### config.mk
export PLATFORM = sky130hd
export DESIGN_NAME = fir_delay_line
export DESIGN_NICKNAME = d
export VERILOG_FILES = /design/src/common/fir_pkg.sv /design/src/fir/fir_delay_line.sv
export VERILOG_INCLUDE_DIRS = /design/src /design/src/common
export SDC_FILE = /design/constraint.sdc
export NUM_CORES = 1
export LEC_CHECK = 0
export BUFFER_PORTS_ARGS = -buffer_cell sky130_fd_sc_hd__buf_2
export CAP_MARGIN = 20
export CORE_ASPECT_RATIO = 0.8
export CORE_MARGIN = 1.5
export CORE_UTILIZATION = 30
export CTS_CLUSTER_DIAMETER = 30
export CTS_CLUSTER_SIZE = 28
export DETAILED_ROUTE_END_ITERATION = 8
export PLACE_DENSITY_LB_ADDON = 0.15
export RECOVER_POWER = 25
export SKIP_CTS_REPAIR_TIMING = 1
export SKIP_LAST_GASP = 1
export SLEW_MARGIN = 10
export SYNTH_ARGS = -nofsm -noshare
export SYNTH_HDL_FRONTEND = slang
export SYNTH_SLANG_ARGS = --single-unit
### constraint.sdc
create_clock -name clk -period 13.2 [get_ports clk]
set_input_delay 2.64 -clock clk [delete_from_list [all_inputs] [get_ports clk]]
set_output_delay 2.64 -clock clk [all_outputs]
set_load 0.02 [all_outputs]
### src/common/fas_macros.svh
`ifndef FAS_MACROS_SVH
`define FAS_MACROS_SVH

// sample width
`define FAS_BW 16

// filter length and unique coefficients of the symmetric FIR
`define FAS_TAPS 32
`define FAS_HALF_TAPS 16

// rounding shift back to sample width
`define FAS_ZOOM 16

// 17-bit pre-sum times 16-bit coef is 33 bits, sum of 16 adds 4
`define FAS_ACC_BW 37

// APB slave port
`define FAS_APB_AW 8
`define FAS_APB_DW 32

`endif
### src/common/fir_pkg.sv
`default_nettype none

`include "fas_macros.svh"

package fir_pkg;

    typedef logic signed [`FAS_BW-1:0] sample_t;

    // Q0.16
    typedef logic signed [`FAS_BW-1:0] coef_t;

    // sum of a mirrored tap pair
    typedef logic signed [`FAS_BW:0] presum_t;

    typedef logic signed [`FAS_ACC_BW-1:0] acc_t;

    typedef coef_t [`FAS_HALF_TAPS-1:0] coef_bank_t;

    // tap 0 holds the newest sample
    typedef sample_t [`FAS_TAPS-1:0] taps_t;

endpackage

`default_nettype wire

### src/fir/fir_delay_line.sv
`default_nettype none

`include "fas_macros.svh"

module fir_delay_line (
    input  wire                     clk,
    input  wire                     rst,
    input  wire                     enable_i,
    input  wire                     data_valid_i,
    input  wire fir_pkg::sample_t   data_i,
    output fir_pkg::taps_t          taps_o,
    output logic                    tap_strobe_o
);

    localparam int CNT_W = $clog2(`FAS_TAPS) + 1;
    localparam logic [CNT_W-1:0] CNT_FULL = CNT_W'(`FAS_TAPS);

    logic             accept;
    logic [CNT_W-1:0] fill_cnt;

    assign accept = enable_i && data_valid_i;

    // newest sample enters tap 0, oldest falls off tap 31
    always_ff @(posedge clk) begin
        if (accept) begin
            taps_o <= {taps_o[`FAS_TAPS-2:0], data_i};
        end
    end

    // warm-up count saturates once the line is full
    always_ff @(posedge clk) begin
        if (rst) begin
            fill_cnt     <= '0;
            tap_strobe_o <= 1'b0;
        end else begin
            // this accept counts toward the fill
            tap_strobe_o <= accept && (fill_cnt >= CNT_FULL - 1'b1);
            if (accept && (fill_cnt != CNT_FULL)) begin
                fill_cnt <= fill_cnt + 1'b1;
            end
        end
    end

    // an accepted sample must be fully defined
    assert property (@(posedge clk) disable iff (rst)
        accept |-> !$isunknown(data_i))
        else $error("fir_delay_line: unknown bits on data_i at accept");

endmodule

`default_nettype wire

==> run summary <==
### Timing
- unrepaired setup endpoints after global routing: no
- Achievable Freq: 216.3 MHz
- final slew viol count: 0
- transition at the pin with the smallest max-transition slack: 1.209 ns
- final hold violation count: 0
- fin crit share: 0.3502
- total negative setup slack: 0 ns
- worst clock skew: 0.01937 ns
- Max transition margin: 0.1943
- Finish-stage setup viols: 0
- clock period minus worst slack: 4.623 ns
- final-layout worst hold slack: 0.4243 ns

### Place
- number of placed instances with taps included: 1777
- DPL Wire Length: 24.17 mm
- buffers added on ports: 532
- gpl congestion: 0.7560

### Finish
- layout filler cell count: 4561
- number of nets in the finished design: 1220
- non-filler instance count after layout: 1970
- fraction of layout cells with a size suffix above 1: 0.5435
- number of diodes added for antenna fixing: 0
- layout overhead on the synthesized area: 45.91%

### Die
- number of top-level design ports: 533
- num rows: 74
- Core ar.: 0.05148 sq mm
- initial cell density of the core: 0.3064
- Chip Height: 208.1 um
- die area: 0.05397 sq mm
- die width: 259.4 um

### Yosys
- sequential share of the synthesized area: 0.9836
- fraction of post-synthesis cell area in the top cell type by area: 0.9747
- main combinational cell family by area after synthesis: simple AND/OR/NAND/NOR gates
- total of flip-flops plus latches after synthesis: 519
- count of warnings emitted by yosys: 0
- synthesized net count: 580
- cell count after synthesis: 558
- distinct cell type count after synthesis: 23
- mux contribution to synthesized area: 0.0006346
- cell type with the highest aggregate area in the netlist: edfxtp_1
- adder-cell share of the synthesized area: 0.001586
- post-synthesis simple-gate area fraction: 0.008646
- top post-synthesis cells by area: edfxtp_1 (97%), dfxtp_1 (0.89%), ha_1 (0.16%)
- Syn Area/Cell: 28.27 sq um
- Synth Area in XOR/XNOR: 0
- synthesized-area fraction occupied by ao, oa, aoi and oai cells: 0.004045
- combined area of all synthesized cells: 0.01577 sq mm

### Clock tree
- Clk Latency, worst-skew pair: 0.61 ns
- H-tree depth: 3
- number of buffers added by the clock tree synthesis step: 102
- # clock sinks: 519
- clock slew at reported path FFs: 0.05 ns
- root buffer cell: clkbuf_16
- Bufs on Longest Clock Path: 3
- TritonCTS clock tree: done

### Worst hold path
- startpoint of the tightest hold check path: taps_o[374]$_DFFE_PP_
- Hold WC Path Type: reg -> reg

### Route
- Post-route DRC: 0
- vias: 8003
- detailed router's first-iteration violation count: 530
- WL/cell: 18.21 um
- detailed-routing iteration count for the pre-antenna-repair pass: 4
- mean number of vias per cell: 4.062
- total length of routed wires: 35.88 mm
- count of antenna-violating nets left after detailed routing: 0

### Critical path
- crit path capture: taps_o[327]$_DFFE_PP_
- cell count of the worst reg-to-reg path: 5
- sort of element at the start of the critical path: primary input
- reg2reg start: fill_cnt[0]$_SDFFE_PP0P_
- Crit path arrival time: 4.83 ns
- CP endpoint kind: flip-flop
- critical path fanouts, max: 195
- setup slack on the worst flop-to-flop path: 11.64 ns
- Reg-to-Reg End: fill_cnt[0]$_SDFFE_PP0P_
- Required @ worst endpoint: 13.41 ns
- critical path startpoint: enable_i
- Crit Path Category: in -> reg

### Global route
- total global routing overflow: 0
- total routing resource utilization after global routing: 0.1265
- vias in the first global route: 8031
- number of antenna violations at the first check in global routing: 0
- maximum number of pins on one net before global-route repair: 196
- wire length of the first global-routing pass: 51.06 mm

### Power and ir drop
- PwrDens: 206.7 mW/mm^2
- worst vdd rail ir drop: 0.0001188 V
- Leakage: 8.810 nW

### Outcome
- status: finished, final reports clean

### Job
- number of max-cap violations: 0

-- kinds of logic (layout without fill, tap and decap cells) --
| logic type | count (synthesis) | in the layout |
|---|---|---|
| AO/OA/AOI/OAI | 10 | 10 |
| adder cells (fa/ha/maj) | 2 | 2 |
| buffers and inverters | 6 | 734 |
| flip-flops | 519 | 519 |
| multiplexers | 1 | 1 |
| AND/OR/NAND/NOR | 20 | 20 |
-- cells in the mapped netlist --
cell / n
a21oi_1: 4
a311o_2: 1
a41oi_1: 1
and4b_1: 1
buf_2: 1
dfxtp_1: 7
edfxtp_1: 512
ha_1: 2
inv_1: 5
mux2i_1: 1
nand2_1: 4
nand2b_1: 1
nand3_1: 2
nand4_1: 1
nor3_1: 2
nor3b_4: 1
nor4_1: 1
nor4b_1: 2
nor4bb_1: 1
o21ai_0: 3
o311ai_0: 1
or3_1: 3
or4_1: 1
-- layout make-up --
type | instances | area, sq um | share of cell area
multi-input combinational | 33 | 235.2 | 0.01022
clock buffer | 114 | 2661 | 0.1156
tap | 684 | 855.8 | 0.03718
timing repair buffer | 537 | 2745 | 0.1193
sequential | 519 | 15510 | 0.6741
clock inverter | 78 | 980.9 | 0.04262
inverter | 5 | 22.52 | 0.0009785
-- layer usage --
layer	up-vias	track usage	part of all wire
met2	367	0.2074	0.50
li1	3626	-	-
met4	0	0.04691	0.018
met1	3965	0.1373	0.37
met5	-	0	0
met3	45	0.06896	0.11
-- cells in the final DEF (no fill, tap or decap), types with 3 or more instances in the layout --
master,instances
clkinvlp_4,9
clkbuf_1,9
buf_2,532
or3_1,3
clkbuf_16,105
edfxtp_1,512
dfxtp_1,7
clkinv_1,24
o21ai_0,3
a21oi_1,4
nand2_1,4
inv_1,4
clkinv_4,7
bufinv_16,20
clkinv_2,11
inv_6,5
-- state kept, by name (all words and copies together), names as in the netlist --
register and count:
tap_strobe_o 1, taps_o 512, fill_cnt 6
-- how the worst min path moves through the flow --
stage | end | slack (ns) | cells past startpoint
4_1_cts | taps_o[390]$_DFFE_PP_ | 0.43 | 0
2_1_floorplan | fill_cnt[5]$_SDFFE_PP0P_ | 0.47 | 2
3_5_place_dp | taps_o[282]$_DFFE_PP_ | 0.43 | 0
5_1_grt | taps_o[390]$_DFFE_PP_ | 0.43 | 0
3_3_place_gp | taps_o[348]$_DFFE_PP_ | 0.42 | 0
6_report | taps_o[390]$_DFFE_PP_ | 0.42 | 0
-- critical path: stages --
cell        delay [ns]
buf_2             0.12
nand2_1           0.14
clkinvlp_4        0.33
buf_4             0.58
buf_12            0.63
-- through the flow --
stage / total power, mW / utilization / setup WS [ns] / area, sq um
5_1_grt: 4.915 / 0.4471 / 8.429 / 23020
6_report: 4.758 / 0.4471 / 8.577 / 23020
2_1_floorplan: 2.057 / - / 2.130 / 15780
3_5_place_dp: 2.120 / 0.3758 / 7.786 / 19350
3_3_place_gp: 2.118 / 0.3758 / 7.881 / 19350
4_1_cts: 4.825 / 0.4466 / 8.477 / 22990
-- where the power goes --
part	internal, mW	switching, mW
Combinational	0.0417	0.132
Sequential	1.89	0.0275
Clock	1.84	0.832
Power figures use the tool's default switching activity.
