$ cat src/common/fas_macros.svh
`ifndef FAS_MACROS_SVH
`define FAS_MACROS_SVH

// sample width
`define FAS_BW 16

// filter length and unique coefficients of the symmetric FIR
`define FAS_TAPS 32
`define FAS_HALF_TAPS 16

// rounding shift back to sample width
`define FAS_ZOOM 16

// 17-bit pre-sum times 16-bit coef is 33 bits, sum of 16 adds 4
`define FAS_ACC_BW 37

// APB slave port
`define FAS_APB_AW 8
`define FAS_APB_DW 32

`endif
$ cat src/common/fas_regs_pkg.sv
`default_nettype none

`include "fas_macros.svh"

package fas_regs_pkg;

    typedef logic [`FAS_APB_DW-1:0] apb_data_t;

    // coefficient k lives at COEF_BASE + 4*k
    localparam logic [`FAS_APB_AW-1:0] COEF_BASE = 8'h00;

    localparam logic [`FAS_APB_AW-1:0] CTRL_ADDR = 8'h40;

    // gates sample intake
    localparam int CTRL_EN_BIT = 0;

endpackage

`default_nettype wire

$ cat src/common/fir_pkg.sv
`default_nettype none

`include "fas_macros.svh"

package fir_pkg;

    typedef logic signed [`FAS_BW-1:0] sample_t;

    // Q0.16
    typedef logic signed [`FAS_BW-1:0] coef_t;

    // sum of a mirrored tap pair
    typedef logic signed [`FAS_BW:0] presum_t;

    typedef logic signed [`FAS_ACC_BW-1:0] acc_t;

    typedef coef_t [`FAS_HALF_TAPS-1:0] coef_bank_t;

    // tap 0 holds the newest sample
    typedef sample_t [`FAS_TAPS-1:0] taps_t;

endpackage

`default_nettype wire

$ cat src/fir/fir_coef_regs.sv
`default_nettype none

`include "fas_macros.svh"

module fir_coef_regs (
    input  wire                             clk,
    input  wire                             rst,
    input  wire                             psel_i,
    input  wire                             penable_i,
    input  wire                             pwrite_i,
    input  wire [`FAS_APB_AW-1:0]           paddr_i,
    input  wire fas_regs_pkg::apb_data_t    pwdata_i,
    output fas_regs_pkg::apb_data_t         prdata_o,
    output logic                            pready_o,
    output logic                            pslverr_o,
    output fir_pkg::coef_bank_t             coef_o,
    output logic                            enable_o
);

    import fir_pkg::*;
    import fas_regs_pkg::*;

    localparam int IDX_W = $clog2(`FAS_HALF_TAPS);
    localparam logic [`FAS_APB_AW-1:0] COEF_SPAN = `FAS_APB_AW'(4 * `FAS_HALF_TAPS);

    logic                   access;
    logic [`FAS_APB_AW-1:0] coef_off;
    logic                   hit_coef;
    logic                   hit_ctrl;
    logic [IDX_W-1:0]       coef_idx;

    // access phase of a transfer
    assign access = psel_i && penable_i;

    // offsets below the base wrap and fail the span check
    assign coef_off = paddr_i - COEF_BASE;
    assign hit_coef = (coef_off < COEF_SPAN) && (coef_off[1:0] == 2'b00);
    assign hit_ctrl = (paddr_i == CTRL_ADDR);
    assign coef_idx = coef_off[IDX_W+1:2];

    // no wait states
    assign pready_o  = 1'b1;
    assign pslverr_o = access && !(hit_coef || hit_ctrl);

    always_ff @(posedge clk) begin
        if (rst) begin
            coef_o   <= '0;
            enable_o <= 1'b0;
        end else if (access && pwrite_i) begin
            if (hit_coef) begin
                coef_o[coef_idx] <= coef_t'(pwdata_i[`FAS_BW-1:0]);
            end
            if (hit_ctrl) begin
                enable_o <= pwdata_i[CTRL_EN_BIT];
            end
        end
    end

    always_comb begin
        prdata_o = '0;
        if (access && !pwrite_i) begin
            if (hit_coef) begin
                // sign-extended to the bus width
                prdata_o = apb_data_t'(coef_o[coef_idx]);
            end else if (hit_ctrl) begin
                prdata_o[CTRL_EN_BIT] = enable_o;
            end
        end
    end

    assert property (@(posedge clk) disable iff (rst)
        penable_i |-> psel_i)
        else $error("fir_coef_regs: penable_i without psel_i");

endmodule

`default_nettype wire

$ cat config.mk
export PLATFORM = sky130hd
export DESIGN_NAME = fir_coef_regs
export DESIGN_NICKNAME = d
export VERILOG_FILES = /design/src/common/fas_regs_pkg.sv /design/src/common/fir_pkg.sv /design/src/fir/fir_coef_regs.sv
export VERILOG_INCLUDE_DIRS = /design/src /design/src/common
export SDC_FILE = /design/constraint.sdc
export NUM_CORES = 1
export LEC_CHECK = 0
export BUFFER_PORTS_ARGS = -buffer_cell sky130_fd_sc_hd__buf_4
export CAP_MARGIN = 15
export CORE_ASPECT_RATIO = 0.7
export CORE_UTILIZATION = 38
export DETAILED_ROUTE_END_ITERATION = 6
export PLACE_DENSITY = 0.68
export REMOVE_ABC_BUFFERS = 1
export SLEW_MARGIN = 20
export SYNTH_ARGS = -nofsm -noshare
export SYNTH_HDL_FRONTEND = slang
export SYNTH_SLANG_ARGS = --single-unit
$ cat constraint.sdc
create_clock -name clk -period 3.4 [get_ports clk]
set_input_delay 0.17 -clock clk [delete_from_list [all_inputs] [get_ports clk]]
set_output_delay 0.17 -clock clk [all_outputs]
set_load 0.005 [all_outputs]
==> flow_summary.toml <==
[worst_setup_path]
path_common_cell = "buf_4"
end_kind = "output port"
worstSetupPathType = "in2out"
crit_arrival_ns = 2.34
cp.required_ns = 3.23
cpPeakStageDelay_ns = 0.76
crit_chain = "buf_4, or4_4, nor4_4, nand2_1, o21ai_1, buf_4, buf_4"
path_buf_inv = 3
reg2reg_setup_slack_ns = 2.66
critPathTopFamily = "simple AND/OR/NAND/NOR gates"
crit_fanout = 22
worstSetupStartpointType = "primary input"
cp_slowest_cell = "or4_4"
reg2reg_depth = 2
crit-reg2reg-launch = "coef_o[143]$_SDFFE_PP0P_"
r2r_end = "coef_o[143]$_SDFFE_PP0P_"

[placed_design]
portBuffers = 318
place_congestion = 0.860
place_inst = 1844
place_hpwl_um = 27600
placed_area_um2 = 14100

[sta]
tightest_slew_ns = 0.961
post-route-period-util_pct = 73.7
setup_viol = 0
finClkSkew_ns = 0
period_minus_slack_ns = 2.51
fin_setup_tns_ns = 0
slew_viol_final = 0
grt_setup_unrepaired = "no"
fmaxAchievable_mhz = 399
hold_viol = 0
slew_headroom_pct = 35.9

[pwr]
powerDensity_nw_per_um2 = 414
irDropWorstVdd_uv = 326
leakagePower_nw = 6.41
total_power_mw = 6.29

[cts]
h-tree-depth = 1
root_buffer = "clkbuf_16"
path_clk_slew_ns = 0.06
clock_latency_ns = 0.54
cts_made_buffers = 28
post-cts-setup-buffer-count = 0
clockBufferDepth = 3
cts_sinks = 257
cts_tree = "yes"
cts_resized = 0

[routing]
top_layer = "met4"
met3_length_um = 4140
ant_nets = 0
wl_per_cell_um = 21.4
wl_um = 40900
wl_met2_um = 19300
viasPerCell = 5.39
dr.pass1.iters = 7
drc = 2
wl_met1_um = 16600
vias = 10295
drt-initial-drc-count = 1053

[layout]
final_nets = 1523
fin_cells = 1909
layout_commonest_cell = "buf_4"
areaGrowthSynthToFinish_pct = 31.2
seqCellArea_um2 = 5140
multiInputGateArea_um2 = 5820
final_cell_mix = "buf_4 (345), nand2_1 (275), dfxtp_1 (257), mux2i_1 (146), nor2_1 (131)"
fin_area_um2 = 15200
fillers = 2727
drive_gt1_share_pct = 32.8
n_antenna_cell = 0

[global_route]
grt_antenna_before_repair = 0
gr-total-overflow = 0
grt_pass1_vias = 9635
grt_pass1_wl_um = 59900
grt_max_degree = 93
grt.total_usage_pct = 25.4

[synth]
synth_area_leader_cell = "dfxtp_1"
synthesis.area_um2 = 11600
syn_avg_cell_area_um2 = 9.60
synthDistinctLibCells = 39
ys_seq_elements = 257
yosysWarnings = 0
synthCells = 1207
ys.flop_type = "dfxtp_1"
synth_edf_count = 0
synth_top_area_share_pct = 44.4
netlist_top_cells_area = "dfxtp_1 (44%), mux2i_1 (13%), mux4_2 (12%), nand2_1 (8.9%), a21oi_1 (5.6%)"
seq_area_frac_synth_pct = 44.4
synth-async-reset-ratio_pct = 0

[worst_hold_path]
min_path_cells = 5
hold_path_end = "enable_o$_SDFFE_PP0P_"
min_path_type = "in2reg"
hp-start = "paddr_i[6]"

[floorplan]
io_pins = 336
num_rows = 53
start_util_pct = 38.7
die_h_um = 148
dieArea_um2 = 31200
chipWidth_um = 211
design.core.area_um2 = 30000

[run_status]
violations = "DRC"
run_status = "finished, violations left"

[flow_run]
cap_violations = 0
[state kept, by name, indices dropped and copies added (netlist names)]
name,count
coef_o,256
enable_o,1
[Yosys cell counts, types with 2 or more instances]
master,number
nand4_1,4
nor4_4,8
o21ai_1,15
nand2_1,275
buf_2,11
mux2i_1,146
nand3b_1,3
mux4_2,63
nor3_4,4
mux2_2,15
nor4_1,2
a21oi_1,129
buf_4,21
buf_1,5
or4_1,9
nand4b_1,2
nor2_1,131
nor3_1,2
clkbuf_1,77
dfxtp_1,257
buf_6,10
[report_power, final]
part | switching, mW | internal, mW
logic | 0.208 | 0.0972
clock network | 1.28 | 1.69
registers | 0.00101 | 3.01
total | 1.49 | 4.80
[final cells by class]
| class | instances | area share, % |
|---|---|---|
| clock buffers | 34 | 5.09 |
| clock inverters | 15 | 0.823 |
| inverters | 1 | 0.0247 |
| multi-input cells | 825 | 38.3 |
| flip-flops and latches | 257 | 33.8 |
| well taps | 412 | 3.39 |
| repair buffers | 365 | 18.6 |
[layer usage]
| metal | vias up | track usage [%] |
|---|---|---|
| met5 | - | 0 |
| met2 | 560 | 40.7 |
| li1 | 4680 | - |
| met4 | 0 | 6.96 |
| met3 | 65 | 6.48 |
| met1 | 4990 | 33.9 |
[stage by stage]
| stage | utilization [%] | setup slack, ns | hold WS, ns |
|---|---|---|---|
| floorplan | - | 0.637 | 0.239 |
| global placement | 47.2 | 0.820 | 0.453 |
| detailed placement | 47.2 | 0.804 | 0.462 |
| CTS | 50.7 | 0.865 | 0.0533 |
| global route | 50.7 | 0.739 | 0.119 |
| finish | 50.7 | 0.893 | 0.0757 |
[what timing repair did]
| item | in CTS | in global routing |
|---|---|---|
| hold buffers | 16 | 0 |
| setup endpoints to repair | 0 | 0 |
| hold endpoints to repair | 127 | 0 |
[cell families after synthesis]
logic type             count (synthesis)  share of synthesized area, %
flip-flops                           257                          44.4
buffers and inverters                125                          5.49
other                                  1                        0.0324
AND/OR/NAND/NOR                      453                          17.4
AO/OA/AOI/OAI                        147                          6.39
multiplexers                         224                          26.3
[how the worst max path moves through the flow]
stage	end	depth (start not counted)	startpoint	slack, ns
floorplan	prdata_o[15]	4	paddr_i[1]	0.64
global placement	coef_o[27]$_SDFFE_PP0P_	6	paddr_i[1]	0.82
detailed placement	coef_o[21]$_SDFFE_PP0P_	6	paddr_i[1]	0.80
CTS	prdata_o[27]	7	paddr_i[1]	0.86
global route	prdata_o[31]	7	paddr_i[1]	0.74
finish	prdata_o[31]	7	paddr_i[1]	0.89
[worst reg2reg max path, delay by kind of cell, from the launching register on]
family           cells  cell delay [ns]
AO/OA/AOI/OAI        1             0.13
flip-flops           1             0.45
AND/OR/NAND/NOR      1             0.08
Note: power is estimated with default switching activity, not from simulation.
